**src/logic/pipe_pkg.sv**
```systemverilog
`default_nettype none

package pipe_pkg;

    //////////////////////////////
    // widths
    localparam int word_width     = 16;
    localparam int reg_addr_width = 3;
    localparam int imm_width      = 7;  // rs2 field plus the low tail field

    // instruction opcodes, 3-bit field
    typedef enum logic [2:0] {
        op_add  = 3'd0,
        op_sub  = 3'd1,
        op_and  = 3'd2,
        op_or   = 3'd3,
        op_xor  = 3'd4,
        op_slt  = 3'd5, // signed less-than, 1 or 0
        op_addi = 3'd6,
        op_nop  = 3'd7
    } opcode_t;

    // 16-bit instruction word, msb first
    typedef struct packed {
        opcode_t                   opcode;
        logic [reg_addr_width-1:0] rd;
        logic [reg_addr_width-1:0] rs1;
        logic [reg_addr_width-1:0] rs2;    // upper imm bits for addi
        logic [3:0]                imm_lo; // only addi looks at this
    } inst_t;

    //////////////////////////////
    // stage records
    typedef struct packed {
        logic                      valid;
        opcode_t                   op;
        logic [reg_addr_width-1:0] rs1;
        logic [reg_addr_width-1:0] rs2;
        logic [reg_addr_width-1:0] rd;
        logic                      wr;       // writes a nonzero rd
        logic [word_width-1:0]     imm;      // sign extended
        logic                      uses_imm; // operand two from imm
    } issue_t;

    typedef struct packed {
        logic                      valid;
        logic                      wr;
        logic [reg_addr_width-1:0] rd;
        logic [word_width-1:0]     value;
    } result_t;

    // operand source choice
    typedef enum logic [1:0] {
        fwd_file = 2'd0,
        fwd_ex   = 2'd1,
        fwd_wb   = 2'd2
    } fwd_src_t;

    typedef struct packed {
        fwd_src_t src1;
        fwd_src_t src2;
    } fwd_sel_t;

endpackage

`default_nettype wire

```
**src/logic/decode_stage.sv**
```systemverilog
`default_nettype none
`timescale 1ns/1ps

module decode_stage (
    input  logic             clock,
    input  logic             reset,
    input  logic             inst_valid,
    input  pipe_pkg::inst_t  inst,
    output pipe_pkg::issue_t issue
);

    pipe_pkg::issue_t              dec;     // next issue record
    logic [pipe_pkg::imm_width-1:0] raw_imm; // rs2 and tail fields joined

    assign raw_imm = {inst.rs2, inst.imm_lo};

    //////////////////////////////
    // decode
    always_comb begin
        dec.valid    = inst_valid;  // low means a bubble
        dec.op       = inst.opcode;
        dec.rs1      = inst.rs1;
        dec.rs2      = inst.rs2;
        dec.rd       = inst.rd;
        // nop and r0 targets never write the file
        dec.wr       = (inst.opcode != pipe_pkg::op_nop) && (inst.rd != '0);
        dec.imm      = {{(pipe_pkg::word_width - pipe_pkg::imm_width)
                         {raw_imm[pipe_pkg::imm_width-1]}}, raw_imm};
        dec.uses_imm = (inst.opcode == pipe_pkg::op_addi);
    end

    // issue register, one edge after sampling
    always_ff @(posedge clock) begin
        if (reset) begin
            issue <= '0;
        end else begin
            issue <= dec;
        end
    end

    //////////////////////////////
    // checks
    // an unknown valid would poison every stage behind it
    inst_valid_known: assert property (
        @(posedge clock) disable iff (reset)
        !$isunknown(inst_valid)
    ) else $error("inst_valid is unknown");

endmodule

`default_nettype wire

```
**src/logic/reg_file.sv**
```systemverilog
`default_nettype none
`timescale 1ns/1ps

module reg_file (
    input  logic                            clock,
    input  logic                            reset,
    input  pipe_pkg::issue_t                issue,
    input  pipe_pkg::result_t               commit,
    output logic [pipe_pkg::word_width-1:0] rdata1,
    output logic [pipe_pkg::word_width-1:0] rdata2
);

    // eight architectural registers
    logic [pipe_pkg::word_width-1:0] regs [0:(2**pipe_pkg::reg_addr_width)-1];

    logic wr_en; // commit writes this edge

    assign wr_en = commit.valid && commit.wr;

    //////////////////////////////
    // write port, from commit
    always_ff @(posedge clock) begin
        if (reset) begin
            for (int i = 0; i < 2**pipe_pkg::reg_addr_width; i++) begin
                regs[i] <= '0;
            end
        end else if (wr_en) begin
            // wr is never set for rd zero, so r0 stays zero
            regs[commit.rd] <= commit.value;
        end
    end

    //////////////////////////////
    // read ports
    // combinational, at the decoded source indices
    // a value written at this edge is visible right after it
    always_comb begin
        rdata1 = regs[issue.rs1];
        rdata2 = regs[issue.rs2];
    end

endmodule

`default_nettype wire

```
**src/logic/forward_unit.sv**
```systemverilog
`default_nettype none
`timescale 1ns/1ps

module forward_unit (
    input  pipe_pkg::issue_t  issue,
    input  pipe_pkg::result_t ex_res,
    input  pipe_pkg::result_t commit,
    output pipe_pkg::fwd_sel_t fwd
);

    // pick the source of one operand
    // newest writer first, ex_res is one place older, commit two
    function automatic pipe_pkg::fwd_src_t pick_src(
        input logic [pipe_pkg::reg_addr_width-1:0] src,
        input pipe_pkg::result_t                   ex,
        input pipe_pkg::result_t                   wb
    );
        logic ex_hit; // writer in execute register
        logic wb_hit; // writer in commit register
        ex_hit = ex.valid && ex.wr && (ex.rd == src);
        wb_hit = wb.valid && wb.wr && (wb.rd == src);
        if (ex_hit) begin
            return pipe_pkg::fwd_ex;
        end else if (wb_hit) begin
            return pipe_pkg::fwd_wb;
        end
        return pipe_pkg::fwd_file; // older writers already in the file
    endfunction

    //////////////////////////////
    // per-source selection
    always_comb begin
        fwd.src1 = pick_src(issue.rs1, ex_res, commit);
        fwd.src2 = pick_src(issue.rs2, ex_res, commit); // addi ignores this one
    end

endmodule

`default_nettype wire

```
**src/logic/execute_stage.sv**
```systemverilog
`default_nettype none
`timescale 1ns/1ps

module execute_stage (
    input  logic                            clock,
    input  logic                            reset,
    input  pipe_pkg::issue_t                issue,
    input  logic [pipe_pkg::word_width-1:0] rdata1,
    input  logic [pipe_pkg::word_width-1:0] rdata2,
    input  pipe_pkg::fwd_sel_t              fwd,
    output pipe_pkg::result_t               ex_res,
    output pipe_pkg::result_t               commit
);

    logic [pipe_pkg::word_width-1:0] op_a;    // operand one after forwarding
    logic [pipe_pkg::word_width-1:0] op_b;    // operand two, maybe the imm
    logic [pipe_pkg::word_width-1:0] alu_out;
    logic                            lt;      // signed a < b

    // one operand mux, file or one of the two in-flight results
    function automatic logic [pipe_pkg::word_width-1:0] sel_operand(
        input pipe_pkg::fwd_src_t               src,
        input logic [pipe_pkg::word_width-1:0] file_val,
        input logic [pipe_pkg::word_width-1:0] ex_val,
        input logic [pipe_pkg::word_width-1:0] wb_val
    );
        case (src)
            pipe_pkg::fwd_ex: return ex_val;
            pipe_pkg::fwd_wb: return wb_val;
            default:          return file_val;
        endcase
    endfunction

    //////////////////////////////
    // operand select
    always_comb begin
        op_a = sel_operand(fwd.src1, rdata1, ex_res.value, commit.value);
        op_b = sel_operand(fwd.src2, rdata2, ex_res.value, commit.value);
        if (issue.uses_imm) begin
            op_b = issue.imm; // addi, rs2 field is part of the imm
        end
    end

    //////////////////////////////
    // alu
    assign lt = $signed(op_a) < $signed(op_b);

    always_comb begin
        case (issue.op)
            pipe_pkg::op_add,
            pipe_pkg::op_addi: alu_out = op_a + op_b;
            pipe_pkg::op_sub:  alu_out = op_a - op_b;
            pipe_pkg::op_and:  alu_out = op_a & op_b;
            pipe_pkg::op_or:   alu_out = op_a | op_b;
            pipe_pkg::op_xor:  alu_out = op_a ^ op_b;
            pipe_pkg::op_slt:  alu_out = {{(pipe_pkg::word_width-1){1'b0}}, lt};
            default:           alu_out = '0; // nop
        endcase
    end

    //////////////////////////////
    // execute and commit registers
    always_ff @(posedge clock) begin
        if (reset) begin
            ex_res <= '0;
            commit <= '0;
        end else begin
            ex_res.valid <= issue.valid;
            ex_res.wr    <= issue.wr;
            ex_res.rd    <= issue.rd;
            ex_res.value <= alu_out;
            commit       <= ex_res; // one more edge, then the file
        end
    end

    //////////////////////////////
    // checks
    // forward unit must only point at a live stage
    fwd_ex_live: assert property (
        @(posedge clock) disable iff (reset)
        (fwd.src1 == pipe_pkg::fwd_ex || fwd.src2 == pipe_pkg::fwd_ex) |-> ex_res.valid
    ) else $error("forward from execute while ex_res is empty");

    fwd_wb_live: assert property (
        @(posedge clock) disable iff (reset)
        (fwd.src1 == pipe_pkg::fwd_wb || fwd.src2 == pipe_pkg::fwd_wb) |-> commit.valid
    ) else $error("forward from commit while commit is empty");

endmodule

`default_nettype wire

```
**src/logic/alu_pipe.sv**
```systemverilog
`default_nettype none
`timescale 1ns/1ps

module alu_pipe (
    input  logic              clock,
    input  logic              reset,
    input  logic              inst_valid,
    input  pipe_pkg::inst_t   inst,
    output pipe_pkg::result_t commit
);

    pipe_pkg::issue_t                issue;  // decode register
    pipe_pkg::result_t               ex_res; // execute register
    pipe_pkg::fwd_sel_t              fwd;
    logic [pipe_pkg::word_width-1:0] rdata1;
    logic [pipe_pkg::word_width-1:0] rdata2;

    //////////////////////////////
    // decode, edge n
    decode_stage decode_stage_i (
        .clock      (clock),
        .reset      (reset),
        .inst_valid (inst_valid),
        .inst       (inst),
        .issue      (issue)
    );

    //////////////////////////////
    // operand read, side by side
    reg_file reg_file_i (
        .clock  (clock),
        .reset  (reset),
        .issue  (issue),
        .commit (commit), // write back from commit
        .rdata1 (rdata1),
        .rdata2 (rdata2)
    );

    forward_unit forward_unit_i (
        .issue  (issue),
        .ex_res (ex_res),
        .commit (commit),
        .fwd    (fwd)
    );

    //////////////////////////////
    // execute n+1, commit n+2
    execute_stage execute_stage_i (
        .clock  (clock),
        .reset  (reset),
        .issue  (issue),
        .rdata1 (rdata1),
        .rdata2 (rdata2),
        .fwd    (fwd),
        .ex_res (ex_res),
        .commit (commit)
    );

endmodule

`default_nettype wire

```
**config.mk**
```make
export PLATFORM = sky130hd
export DESIGN_NAME = alu_pipe
export DESIGN_NICKNAME = d
export VERILOG_FILES = /design/src/logic/pipe_pkg.sv /design/src/logic/decode_stage.sv /design/src/logic/reg_file.sv /design/src/logic/forward_unit.sv /design/src/logic/execute_stage.sv /design/src/logic/alu_pipe.sv
export SDC_FILE = /design/constraint.sdc
export NUM_CORES = 1
export LEC_CHECK = 0
export ABC_AREA = 1
export BUFFER_PORTS_ARGS = -buffer_cell sky130_fd_sc_hd__buf_4
export CAP_MARGIN = 20
export CORE_AREA = 10 10 149 151
export CTS_BUF_LIST = sky130_fd_sc_hd__clkbuf_4 sky130_fd_sc_hd__clkbuf_8
export DETAILED_ROUTE_END_ITERATION = 10
export DIE_AREA = 0 0 159 161
export PLACE_DENSITY_LB_ADDON = 0.15
export SYNTH_ARGS = -nofsm -noshare
export SYNTH_HDL_FRONTEND = slang
export SYNTH_SLANG_ARGS = --single-unit
```
**constraint.sdc**
```tcl
create_clock -name clock -period 6.9 [get_ports clock]
set_clock_uncertainty 0.2 [all_clocks]
set_input_delay 0 -clock clock [delete_from_list [all_inputs] [get_ports clock]]
set_output_delay 0 -clock clock [all_outputs]
set_load 0.05 [all_outputs]
```
==> results of run 1 <==
## cell usage in the layout, fill, tap and decap left out, drive strengths merged, types with 3 or more instances in the layout
cell	Yosys	routed
a21oi	148	148
a32o	8	8
a32oi	8	8
and2	3	3
buf	38	56
clkbuf	45	17
clkinv	18	21
dfxtp	61	61
dlygate4sd3	0	33
edfxtp	128	128
ha	48	48
inv	192	200
nand2	497	497
nand3	97	97
nand3b	8	8
nand4	6	6
nor2	261	261
nor3	12	12
o211ai	10	10
o21ai	102	102
o22ai	14	14
or2	5	5
xor2	4	4
## worst min-delay path, stage by stage
cell and delay [ns]:
dlygate4sd3_1 0.54, buf_4 0.12, inv_1 0.04, nor2_1 0.08
## final timing paths
path / startpoint / end / slack [ns] / depth (start not counted)
worst max-delay path: decode_stage_i.issue[5]$_SDFF_PP0_ / execute_stage_i.ex_res[11]$_SDFF_PP0_ / 2.01 / 21
worst min-delay path: inst[14] / decode_stage_i.issue[28]$_SDFF_PP0_ / 0.12 / 4
worst max register to register: decode_stage_i.issue[5]$_SDFF_PP0_ / execute_stage_i.ex_res[11]$_SDFF_PP0_ / 2.01 / 21
worst min register to register: decode_stage_i.issue[20]$_SDFF_PP0_ / execute_stage_i.ex_res[18]$_SDFF_PP0_ / 0.21 / 2
## layout make-up
type / count / area, um2
Multi-Input combinational cell: 1241 / 5960
Clock buffer: 17 / 234
Sequential cell: 189 / 5070
Fill cell: 1645 / 5900
Clock inverter: 15 / 176
Tap cell: 265 / 332
Timing Repair Buffer: 89 / 751
Inverter: 210 / 788
## synth_stat cells, drive strengths merged (2+ instances only)
cell,n
a21oi,148
a32o,8
a32oi,8
and2,3
buf,38
clkbuf,45
clkinv,18
dfxtp,61
edfxtp,128
fa,2
ha,48
inv,192
nand2,497
nand3,97
nand3b,8
nand4,6
nor2,261
nor3,12
o211ai,10
o21ai,102
o22ai,14
or2,5
xnor2,2
xor2,4
## stage by stage
step           setup slack, ns  hold WS [ns]  cells  cell area, um2  utilization, %
2_1_floorplan             3.48        -0.123   1723           12200               -
3_3_place_gp              2.24      -0.00999   1961           12600            65.4
3_5_place_dp              2.16      -0.00891   1961           12600            65.4
4_1_cts                   2.15        0.0869   2026           13300            69.3
5_1_grt                   1.65         0.146   2026           13300            69.3
6_report                  2.01         0.121   2026           13300            69.3
## routing by layer
metal	up-vias	part of all wire, %	GRT usage, %
met5	-	0	0
met4	0	2.9	11.5
met3	96	9.1	4.40
met2	647	48	47.9
met1	5432	40	36.0
li1	5606	-	-
## cells by family after synthesis
logic type                 synth area share [%]
buffers and inverters                      9.73
AOI/OAI and AO/OA                          13.3
DFF                                        41.5
and+or+nand+nor                            29.8
xor gates and xnor gates                  0.430
adders and majority gates                  5.25
## power groups by stage
stage	Clock [mW]	Combinational, mW	Sequential (mW)
3_3_place_gp	0	0.815	1.34
5_1_grt	0.820	0.959	1.32
6_report	0.780	0.863	1.32
3_5_place_dp	0	0.824	1.34
4_1_cts	0.777	0.844	1.31
2_1_floorplan	0	0.568	1.36
## sequential cells by signal (all words and copies together) (netlist names)
| signal | flops |
|---|---|
| reg_file_i.regs | 128 |
| execute_stage_i.ex_res | 21 |
| decode_stage_i.issue | 19 |
| execute_stage_i.commit | 21 |
==> flow_metrics.py, run 1 <==
metrics = {
    "sta": {
        "setup_tns_ns": 0,
        "rsz0062_at_grt": "false",
        "slew_headroom_pct": 29.0,
        "max_freq_ghz": 0.204,
        "hold_viol": 0,
        "setup_viol": 0,
        "worst_slew_pin_slew_ns": 1.07,
        "fin_crit_ns": 4.89,
        "slew_viol_final": 0,
        "fin_crit_sh_pct": 70.9,
    },
    "cells_and_area": {
        "syn_to_final_growth_pct": 8.97,
        "finalNetCount": 1817,
        "drive_above_1_share_pct": 8.40,
        "antenna_cells": 0,
    },
    "clock_network": {
        "cts_repair_resize_count": 0,
        "clkSinkCount": 189,
        "postCtsSetupBuffers": 0,
        "cts_tree": "done",
        "clock_path_buffers": 2,
        "cts.clk_slew.worst_paths_ns": 0.12,
        "root_buffer": "clkbuf_8",
        "htree_levels": 4,
        "cts_buffers": 17,
        "hold_buffers": 33,
        "insertion_delay_ns": 0.49,
    },
    "floorplan": {
        "ios": 40,
        "start_util_pct": 63.6,
        "die_w_um": 159,
        "core-area_um2": 19200,
        "die_h_um": 161,
        "rows": 51,
        "die_area_um2": 25600,
    },
    "synth": {
        "ys.warnings.count": 0,
        "synth_edf_count": 128,
        "synth_area_per_cell_um2": 7.09,
        "synth.largest_area_cell": "edfxtp_1",
        "async_flop_share_pct": 0,
        "synth_seq_area_share_pct": 41.5,
        "dominantRegCellSynth": "edfxtp_1",
        "synthCells": 1723,
        "synthDistinctLibCells": 43,
        "synth_nets": 1792,
        "synthTopCellsByArea": "edfxtp_1, nand2_1, dfxtp_1",
        "synth_top_area_share_pct": 31.5,
        "syn_area_um2": 12200,
        "ys_seq_elements": 189,
    },
    "power": {
        "p_int_mw": 1.86,
        "finalPower_mw": 2.96,
        "comb_power_share_pct": 29.2,
        "seqPwrFrac_pct": 44.4,
        "power_density_nw_per_um2": 222,
        "peakVddDrop_v": 0.000140,
        "p_sw_share_pct": 37.1,
        "switching_power_mw": 1.10,
        "leakagePower_nw": 6.05,
        "power_frac_clock_pct": 26.4,
    },
    "job": {
        "maxCapViolations": 0,
    },
    "routing": {
        "drcViolationCount": 0,
        "wire_per_inst_um": 18.4,
        "dr.pass1.iters": 6,
        "drt-vias-per-instance": 5.81,
        "wl_mm": 37.3,
        "ant_nets": 0,
        "drt_iter0_drc": 1343,
        "vias": 11781,
    },
    "setup_path": {
        "cp-end-kind": "flip-flop",
        "crit_buf_inv": 4,
        "cp_max_fo": 39,
        "arrival_ns": 5.09,
        "critPathLaunchType": "flip-flop",
        "crit_slowest_cell": "dfxtp_2",
        "crit_required_ns": 7.10,
        "path_delay_family": "simple AND/OR/NAND/NOR gates",
        "criticalPathCategory": "reg2reg",
        "cp_cell_sequence": "inv_2 > nor2_1 > nor2_1 > nand2_2 > and2_1 > nand2_1 > nand3_1 > nand2_1 > nand2_1 > inv_2 > ha_1 > nor2_1 > inv_1 > nor2_1 > nand3_1 > nand3_1 > nand2_1 > nand3_1 > nand3_1 > nand2_1 > inv_1",
        "worst_path_largest_cell_delay_ns": 0.81,
    },
    "grt": {
        "antenna_found_initial": 0,
        "grt_usage_pct": 28.4,
        "grt_pass1_vias": 11008,
        "grt_pass1_wl_mm": 58.6,
        "grt_overflow_total": 0,
        "grt_max_degree": 57,
    },
    "placed_design": {
        "place_hpwl_mm": 25.6,
        "io_buffers": 39,
        "gp_congestion": 0.991,
    },
    "min_path": {
        "hp-class": "in2reg",
    },
    "run_status": {
        "status": "finished, final reports clean",
    },
}
Power figures use the tool's default switching activity.
==> run 2: changes to the inputs <==
==> constraint.sdc (replaced) <==
create_clock -name clock -period 4.6 [get_ports clock]
set_clock_uncertainty 0.2 [all_clocks]
set_input_delay 0 -clock clock [delete_from_list [all_inputs] [get_ports clock]]
set_output_delay 0 -clock clock [all_outputs]
set_load 0.05 [all_outputs]
==> run 2 against run 1 <==
  * Die area stayed put
  * Worst hold slack worse by 0.012 ns
  * Sequential share of layout area is 0.50 points lower
  * Cell count is 1.1% higher
  * Largest cell class unchanged
  * Largest power group unchanged
==> flow_metrics.py, run 2 (synthesis gave the netlist of run 1 again) <==
metrics = {
    "placed_design": {
        "place_inst": 1984,
        "placed_area_um2": 12800,
        "place_hpwl_mm": 26.9,
        "gp_congestion": 0.967,
        "io_buffers": 39,
    },
    "cells_and_area": {
        "largestRegisters": "reg_file_i.regs (128), execute_stage_i.commit (21), execute_stage_i.ex_res (21)",
        "regMostFlops": "reg_file_i.regs",
        "fin_cells": 2049,
        "syn_to_final_growth_pct": 10.4,
        "num-fill-cells": 1619,
        "mostFrequentLayoutCell": "nand2_1",
        "antenna_cells": 0,
        "finalNetCount": 1840,
        "final_util_pct": 70.2,
        "largest_reg_flops": 128,
        "drive_above_1_share_pct": 9.64,
        "multiInputGateArea_um2": 5960,
        "layout_common_cells": "nand2_1, nor2_1, inv_1",
        "regArea_um2": 5070,
        "design_area_um2": 13500,
    },
    "sta": {
        "slew_headroom_pct": 29.2,
        "max_freq_ghz": 0.245,
        "hold_viol": 0,
        "rsz0062_at_grt": "false",
        "setup_viol": 0,
        "fin_crit_ns": 4.07,
        "slew_viol_final": 0,
        "fin_crit_sh_pct": 88.6,
        "setup_tns_ns": 0,
        "worst_slew_pin_slew_ns": 1.06,
        "whs_ns": 0.109,
    },
    "clock_network": {
        "cts_buffers": 17,
        "root_buffer": "clkbuf_8",
        "cts_repair_resize_count": 0,
        "insertion_delay_ns": 0.49,
        "postCtsSetupBuffers": 0,
        "htree_levels": 4,
        "cts.clk_slew.worst_paths_ns": 0.11,
        "clock_path_buffers": 2,
        "cts_tree": "done",
        "clkSinkCount": 189,
    },
    "floorplan": {
        "die_w_um": 159,
        "ios": 40,
        "die_h_um": 161,
        "die_area_um2": 25600,
        "core-area_um2": 19200,
        "start_util_pct": 63.6,
        "rows": 51,
    },
    "grt": {
        "grt_usage_pct": 29.3,
        "grt_max_degree": 72,
        "met3_usage_pct": 4.91,
        "antenna_found_initial": 0,
        "met2_usage_pct": 48.8,
        "grt.met1_usage_pct": 37.6,
        "grt.busiest_layer": "met2",
        "grt_pass1_vias": 11469,
        "grt_overflow_total": 0,
        "grt_pass1_wl_mm": 60.8,
    },
    "setup_path": {
        "critPathMostFrequentCell": "nand2_1",
        "arrival_ns": 4.22,
        "worst_path_largest_cell_delay_ns": 0.55,
        "crit_required_ns": 4.74,
        "critPathLaunchType": "flip-flop",
        "cp_cell_sequence": "inv_2 > o22ai_1 > nor2_1 > nand2_2 > and2_1 > buf_4 > a21oi_2 > nand2_1 > nand2_2 > ha_1 > inv_1 > nand3_1 > nand2_1 > nand2_1 > nand2_1 > nand2_1 > a21oi_1 > nor2_1 > nor2_1 > nor2_1",
        "criticalPathCategory": "reg2reg",
        "cp-end-kind": "flip-flop",
        "crit_slowest_cell": "dfxtp_1",
        "cp_max_fo": 18,
    },
    "power": {
        "power_density_nw_per_um2": 326,
        "peakVddDrop_v": 0.000192,
        "leakagePower_nw": 6.15,
    },
    "run_status": {
        "status": "finished, final reports clean",
    },
    "routing": {
        "drcViolationCount": 0,
        "drt_iter0_drc": 1568,
        "wire_per_inst_um": 18.8,
        "drt-vias-per-instance": 5.86,
        "ant_nets": 0,
        "vias": 12016,
        "wl_mm": 38.5,
        "dr.pass1.iters": 6,
    },
    "job": {
        "maxCapViolations": 0,
    },
    "min_path": {
        "hp-class": "in2reg",
    },
}
[run 2: cell count changes in the layout (fill, tap and decap cells not counted)]
cell / change
clkinvlp_2: -1
buf_12: +2
clkinvlp_4: +1
clkinv_4: +2
inv_8: +3
bufinv_16: -2
clkinv_8: +1
inv_6: -4
buf_4: +21
clkbuf_4: +1
clkinv_1: -1
[run 2: timing repair]
action,in CTS,in global routing
endpoints found under the setup margin,0,0
hold buffers,33,0
endpoints found under the hold margin,60,0
[run 2: worst paths after layout]
check	start	depth (start not counted)	slack (ns)	endpoint
max	decode_stage_i.issue[23]$_SDFF_PP0_	20	0.53	execute_stage_i.ex_res[14]$_SDFF_PP0_
min	inst[13]	4	0.11	decode_stage_i.issue[27]$_SDFF_PP0_
max reg2reg	decode_stage_i.issue[23]$_SDFF_PP0_	20	0.53	execute_stage_i.ex_res[14]$_SDFF_PP0_
min reg2reg	decode_stage_i.issue[30]$_SDFF_PP0_	2	0.22	execute_stage_i.ex_res[20]$_SDFF_PP0_
[run 2: per-layer routing]
| layer | part of all wire (%) | routed length (um) |
|---|---|---|
| met2 | 48 | 18300 |
| met1 | 40 | 15200 |
| met4 | 3.1 | 1180 |
| met3 | 9.8 | 3770 |
| met5 | 0 | 0 |
[run 2: final cells by class]
class / count / area share, %
Clock buffer: 18 / 1.79
Clock inverter: 14 / 1.10
Inverter: 210 / 5.85
Multi-Input combinational cell: 1241 / 44.2
Sequential cell: 189 / 37.6
Tap cell: 265 / 2.46
Timing Repair Buffer: 112 / 7.03
[run 2: stage by stage]
| stage | setup slack [ns] | power, mW |
|---|---|---|
| after floorplan | 1.18 | 2.89 |
| after global placement | 0.615 | 3.26 |
| after detailed placement | 0.619 | 3.27 |
| after CTS | 0.576 | 4.35 |
| after global routing | 0.141 | 4.61 |
| final | 0.526 | 4.40 |
[run 2: critical path, delay by kind of cell, from the launching register on]
family,cells,cell delay [ns]
AND/OR/NAND/NOR,13,1.73
AO/OA/AOI/OAI,3,0.42
buffers and inverters,3,0.66
flip-flops,1,0.55
adder cells (fa/ha/maj),1,0.37
[run 2: report_power, final]
part / switching [mW] / leakage, nW / internal [mW]
Sequential: 0.0701 / 1.82 / 1.90
Clock: 0.691 / 0.193 / 0.412
Combinational: 0.921 / 4.14 / 0.402
==> run 3: changes to the inputs <==
--- a/config.mk
+++ b/config.mk
@@ -6,7 +6,7 @@
 export NUM_CORES = 1
 export LEC_CHECK = 0
 export ABC_AREA = 1
-export BUFFER_PORTS_ARGS = -buffer_cell sky130_fd_sc_hd__buf_4
+export BUFFER_PORTS_ARGS = -buffer_cell sky130_fd_sc_hd__buf_2
 export CAP_MARGIN = 20
 export CORE_AREA = 10 10 149 151
 export CTS_BUF_LIST = sky130_fd_sc_hd__clkbuf_4 sky130_fd_sc_hd__clkbuf_8
==> run 3 against run 2 <==
  * Core utilization fell by 1.3 points
  * Via count fell by 2.3%
  * Sequential share of layout area rose by 0.74 points
  * Clock power barely moved
  * Global-route usage fell by 0.60 points
  * Combinational power barely moved
  * Worst hold slack got worse by 0.027 ns
  * Clock-buffer cell count rose by 2
  * Largest power group unchanged
==> flow_metrics.py, run 3 (synthesis gave the netlist of run 1 again) <==
metrics = {
    "power": {
        "leakagePower_nw": 6.04,
        "p_int_mw": 2.76,
        "switching_power_mw": 1.63,
        "power_density_nw_per_um2": 332,
        "power_frac_clock_pct": 25.7,
        "peakVddDrop_v": 0.000209,
        "comb_power_share_pct": 29.4,
        "seqPwrFrac_pct": 44.9,
        "finalPower_mw": 4.39,
        "p_sw_share_pct": 37.1,
    },
    "routing": {
        "drcViolationCount": 0,
        "drt_iter0_drc": 1499,
        "vias": 11743,
        "wire_per_inst_um": 18.6,
        "drt-vias-per-instance": 5.79,
        "dr.pass1.iters": 6,
        "ant_nets": 0,
        "wl_mm": 37.6,
    },
    "floorplan": {
        "ios": 40,
        "start_util_pct": 63.6,
        "die_w_um": 159,
        "die_h_um": 161,
        "core-area_um2": 19200,
        "rows": 51,
        "die_area_um2": 25600,
    },
    "cells_and_area": {
        "num-fill-cells": 1635,
        "largest_reg_flops": 128,
        "regMostFlops": "reg_file_i.regs",
        "finalNetCount": 1818,
        "layout_common_cells": "nand2_1, nor2_1, inv_1",
        "largestRegisters": "reg_file_i.regs (128), execute_stage_i.commit (21), execute_stage_i.ex_res (21)",
        "antenna_cells": 0,
        "drive_above_1_share_pct": 8.57,
        "mostFrequentLayoutCell": "nand2_1",
        "syn_to_final_growth_pct": 8.29,
        "design_area_um2": 13200,
    },
    "setup_path": {
        "arrival_ns": 4.46,
        "worst_path_largest_cell_delay_ns": 0.84,
        "worst_r2r_path_depth": 19,
        "cp.depth": 19,
        "cp_max_fo": 54,
        "r2r_start": "decode_stage_i.issue[25]$_SDFF_PP0_",
        "cp-end-kind": "flip-flop",
        "reg2reg_slack_ns": 0.30,
        "criticalPathCategory": "reg2reg",
        "path_delay_family": "simple AND/OR/NAND/NOR gates",
        "rr_endpoint": "execute_stage_i.ex_res[15]$_SDFF_PP0_",
        "critPathMostFrequentCell": "nand2_1",
        "critPathLaunchType": "flip-flop",
        "cp-endpoint": "execute_stage_i.ex_res[15]$_SDFF_PP0_",
        "cp_cell_sequence": "inv_4 > a21oi_1 > a32oi_1 > o21ai_0 > nand2_1 > nand2_1 > nor2_1 > ha_1 > nand2_1 > inv_1 > nand2_1 > nor3_1 > nand2_1 > nand2_1 > nand2_1 > nand3_1 > nand2_1 > nor2_1 > nor2_1",
        "crit_required_ns": 4.76,
        "crit_slowest_cell": "dfxtp_1",
        "crit_path_start": "decode_stage_i.issue[25]$_SDFF_PP0_",
        "crit_buf_inv": 2,
    },
    "sta": {
        "fin_crit_sh_pct": 93.5,
        "setup_tns_ns": 0,
        "setup_viol": 0,
        "worst_slew_pin_slew_ns": 0.977,
        "rsz0062_at_grt": "false",
        "slew_viol_final": 0,
        "hold_viol": 0,
        "slew_headroom_pct": 34.7,
        "fin_crit_ns": 4.30,
        "max_freq_ghz": 0.232,
    },
    "min_path": {
        "hp-class": "in2reg",
    },
    "grt": {
        "grt_max_degree": 93,
        "grt_pass1_vias": 11139,
        "grt_overflow_total": 0,
        "antenna_found_initial": 0,
        "grt_usage_pct": 28.7,
        "grt_pass1_wl_mm": 59.2,
    },
    "clock_network": {
        "cts_buffers": 17,
        "postCtsSetupBuffers": 0,
        "root_buffer": "clkbuf_8",
        "htree_levels": 4,
        "cts_tree": "done",
        "clkSinkCount": 189,
        "cts.clk_slew.worst_paths_ns": 0.11,
        "clock_path_buffers": 2,
        "insertion_delay_ns": 0.49,
    },
    "placed_design": {
        "placed_area_um2": 12500,
        "gp_congestion": 0.983,
        "place_hpwl_mm": 25.8,
        "io_buffers": 39,
    },
    "run_status": {
        "status": "finished, final reports clean",
    },
    "job": {
        "maxCapViolations": 0,
    },
}
## run 3: cell types whose count changed in the layout (fill, tap and decap cells not counted), moves of 2 or more
cell	before	now
buf_2	0	39
inv_8	5	2
clkbuf_8	17	19
inv_6	2	4
buf_4	77	17
clkinv_8	2	0
clkinv_4	3	1
## run 3: worst reg2reg max path, cell delays in order (launching register included)
cell and delay, ns:
dfxtp_1 0.84, inv_4 0.44, a21oi_1 0.29, a32oi_1 0.07, o21ai_0 0.40, nand2_1 0.19
nand2_1 0.10, nor2_1 0.06, ha_1 0.47, nand2_1 0.15, inv_1 0.11, nand2_1 0.07
nor3_1 0.29, nand2_1 0.15, nand2_1 0.08, nand2_1 0.04, nand3_1 0.07, nand2_1 0.06
nor2_1 0.08, nor2_1 0.04
## run 3: layer usage
metal	vias to the layer above	share of wire, %	track usage, %	routed length (um)
li1	5601	-	-	-
met1	5388	40	37.2	15100
met2	668	47	46.9	17600
met3	86	10	4.70	3790
met4	0	2.9	11.6	1090
met5	-	0	0	0
## run 3: how the worst min path moves through the flow
stage	from	to	slack [ns]	depth (start not counted)
after floorplan	inst[13]	decode_stage_i.issue[0]$_SDFF_PP0_	-0.12	1
after global placement	inst[2]	decode_stage_i.issue[3]$_SDFF_PP0_	-0.001	3
after detailed placement	inst[9]	decode_stage_i.issue[26]$_SDFF_PP0_	0.007	3
after CTS	inst[13]	decode_stage_i.issue[27]$_SDFF_PP0_	0.08	4
after global routing	inst[13]	decode_stage_i.issue[27]$_SDFF_PP0_	0.1	4
final	inst[13]	decode_stage_i.issue[27]$_SDFF_PP0_	0.08	4
## run 3: power by group through the flow
stage	combinational (mW)	sequential [mW]	clock (mW)
after floorplan	0.852	2.04	0
after global placement	1.22	2.00	0
after detailed placement	1.23	2.00	0
after CTS	1.26	1.96	1.12
after global routing	1.43	1.98	1.18
final	1.29	1.97	1.13
## run 3: layout make-up
| type | instances | area, um2 | area share (%) |
|---|---|---|---|
| multi-input cells | 1241 | 5960 | 45.1 |
| clock buffers | 20 | 269 | 2.03 |
| repair buffers | 90 | 683 | 5.17 |
| flip-flops and latches | 189 | 5070 | 38.3 |
| clock inverters | 12 | 124 | 0.937 |
| well taps | 265 | 332 | 2.51 |
| inverters | 210 | 791 | 5.98 |
## run 3: timing repair
action                                  CTS  global route
hold endpoints to repair                 60             0
endpoints found under the setup margin    0             3
gates resized for setup                   0             2
hold buffers                             32             0
## run 3: through the flow
step,instances,setup WS [ns],hold slack [ns],util [%]
after floorplan,1723,1.18,-0.123,-
after global placement,1963,0.418,-0.000970,65.1
after detailed placement,1963,0.347,0.00706,65.1
after CTS,2027,0.309,0.0757,68.8
after global routing,2027,0.118,0.0968,68.8
final,2027,0.297,0.0824,68.8
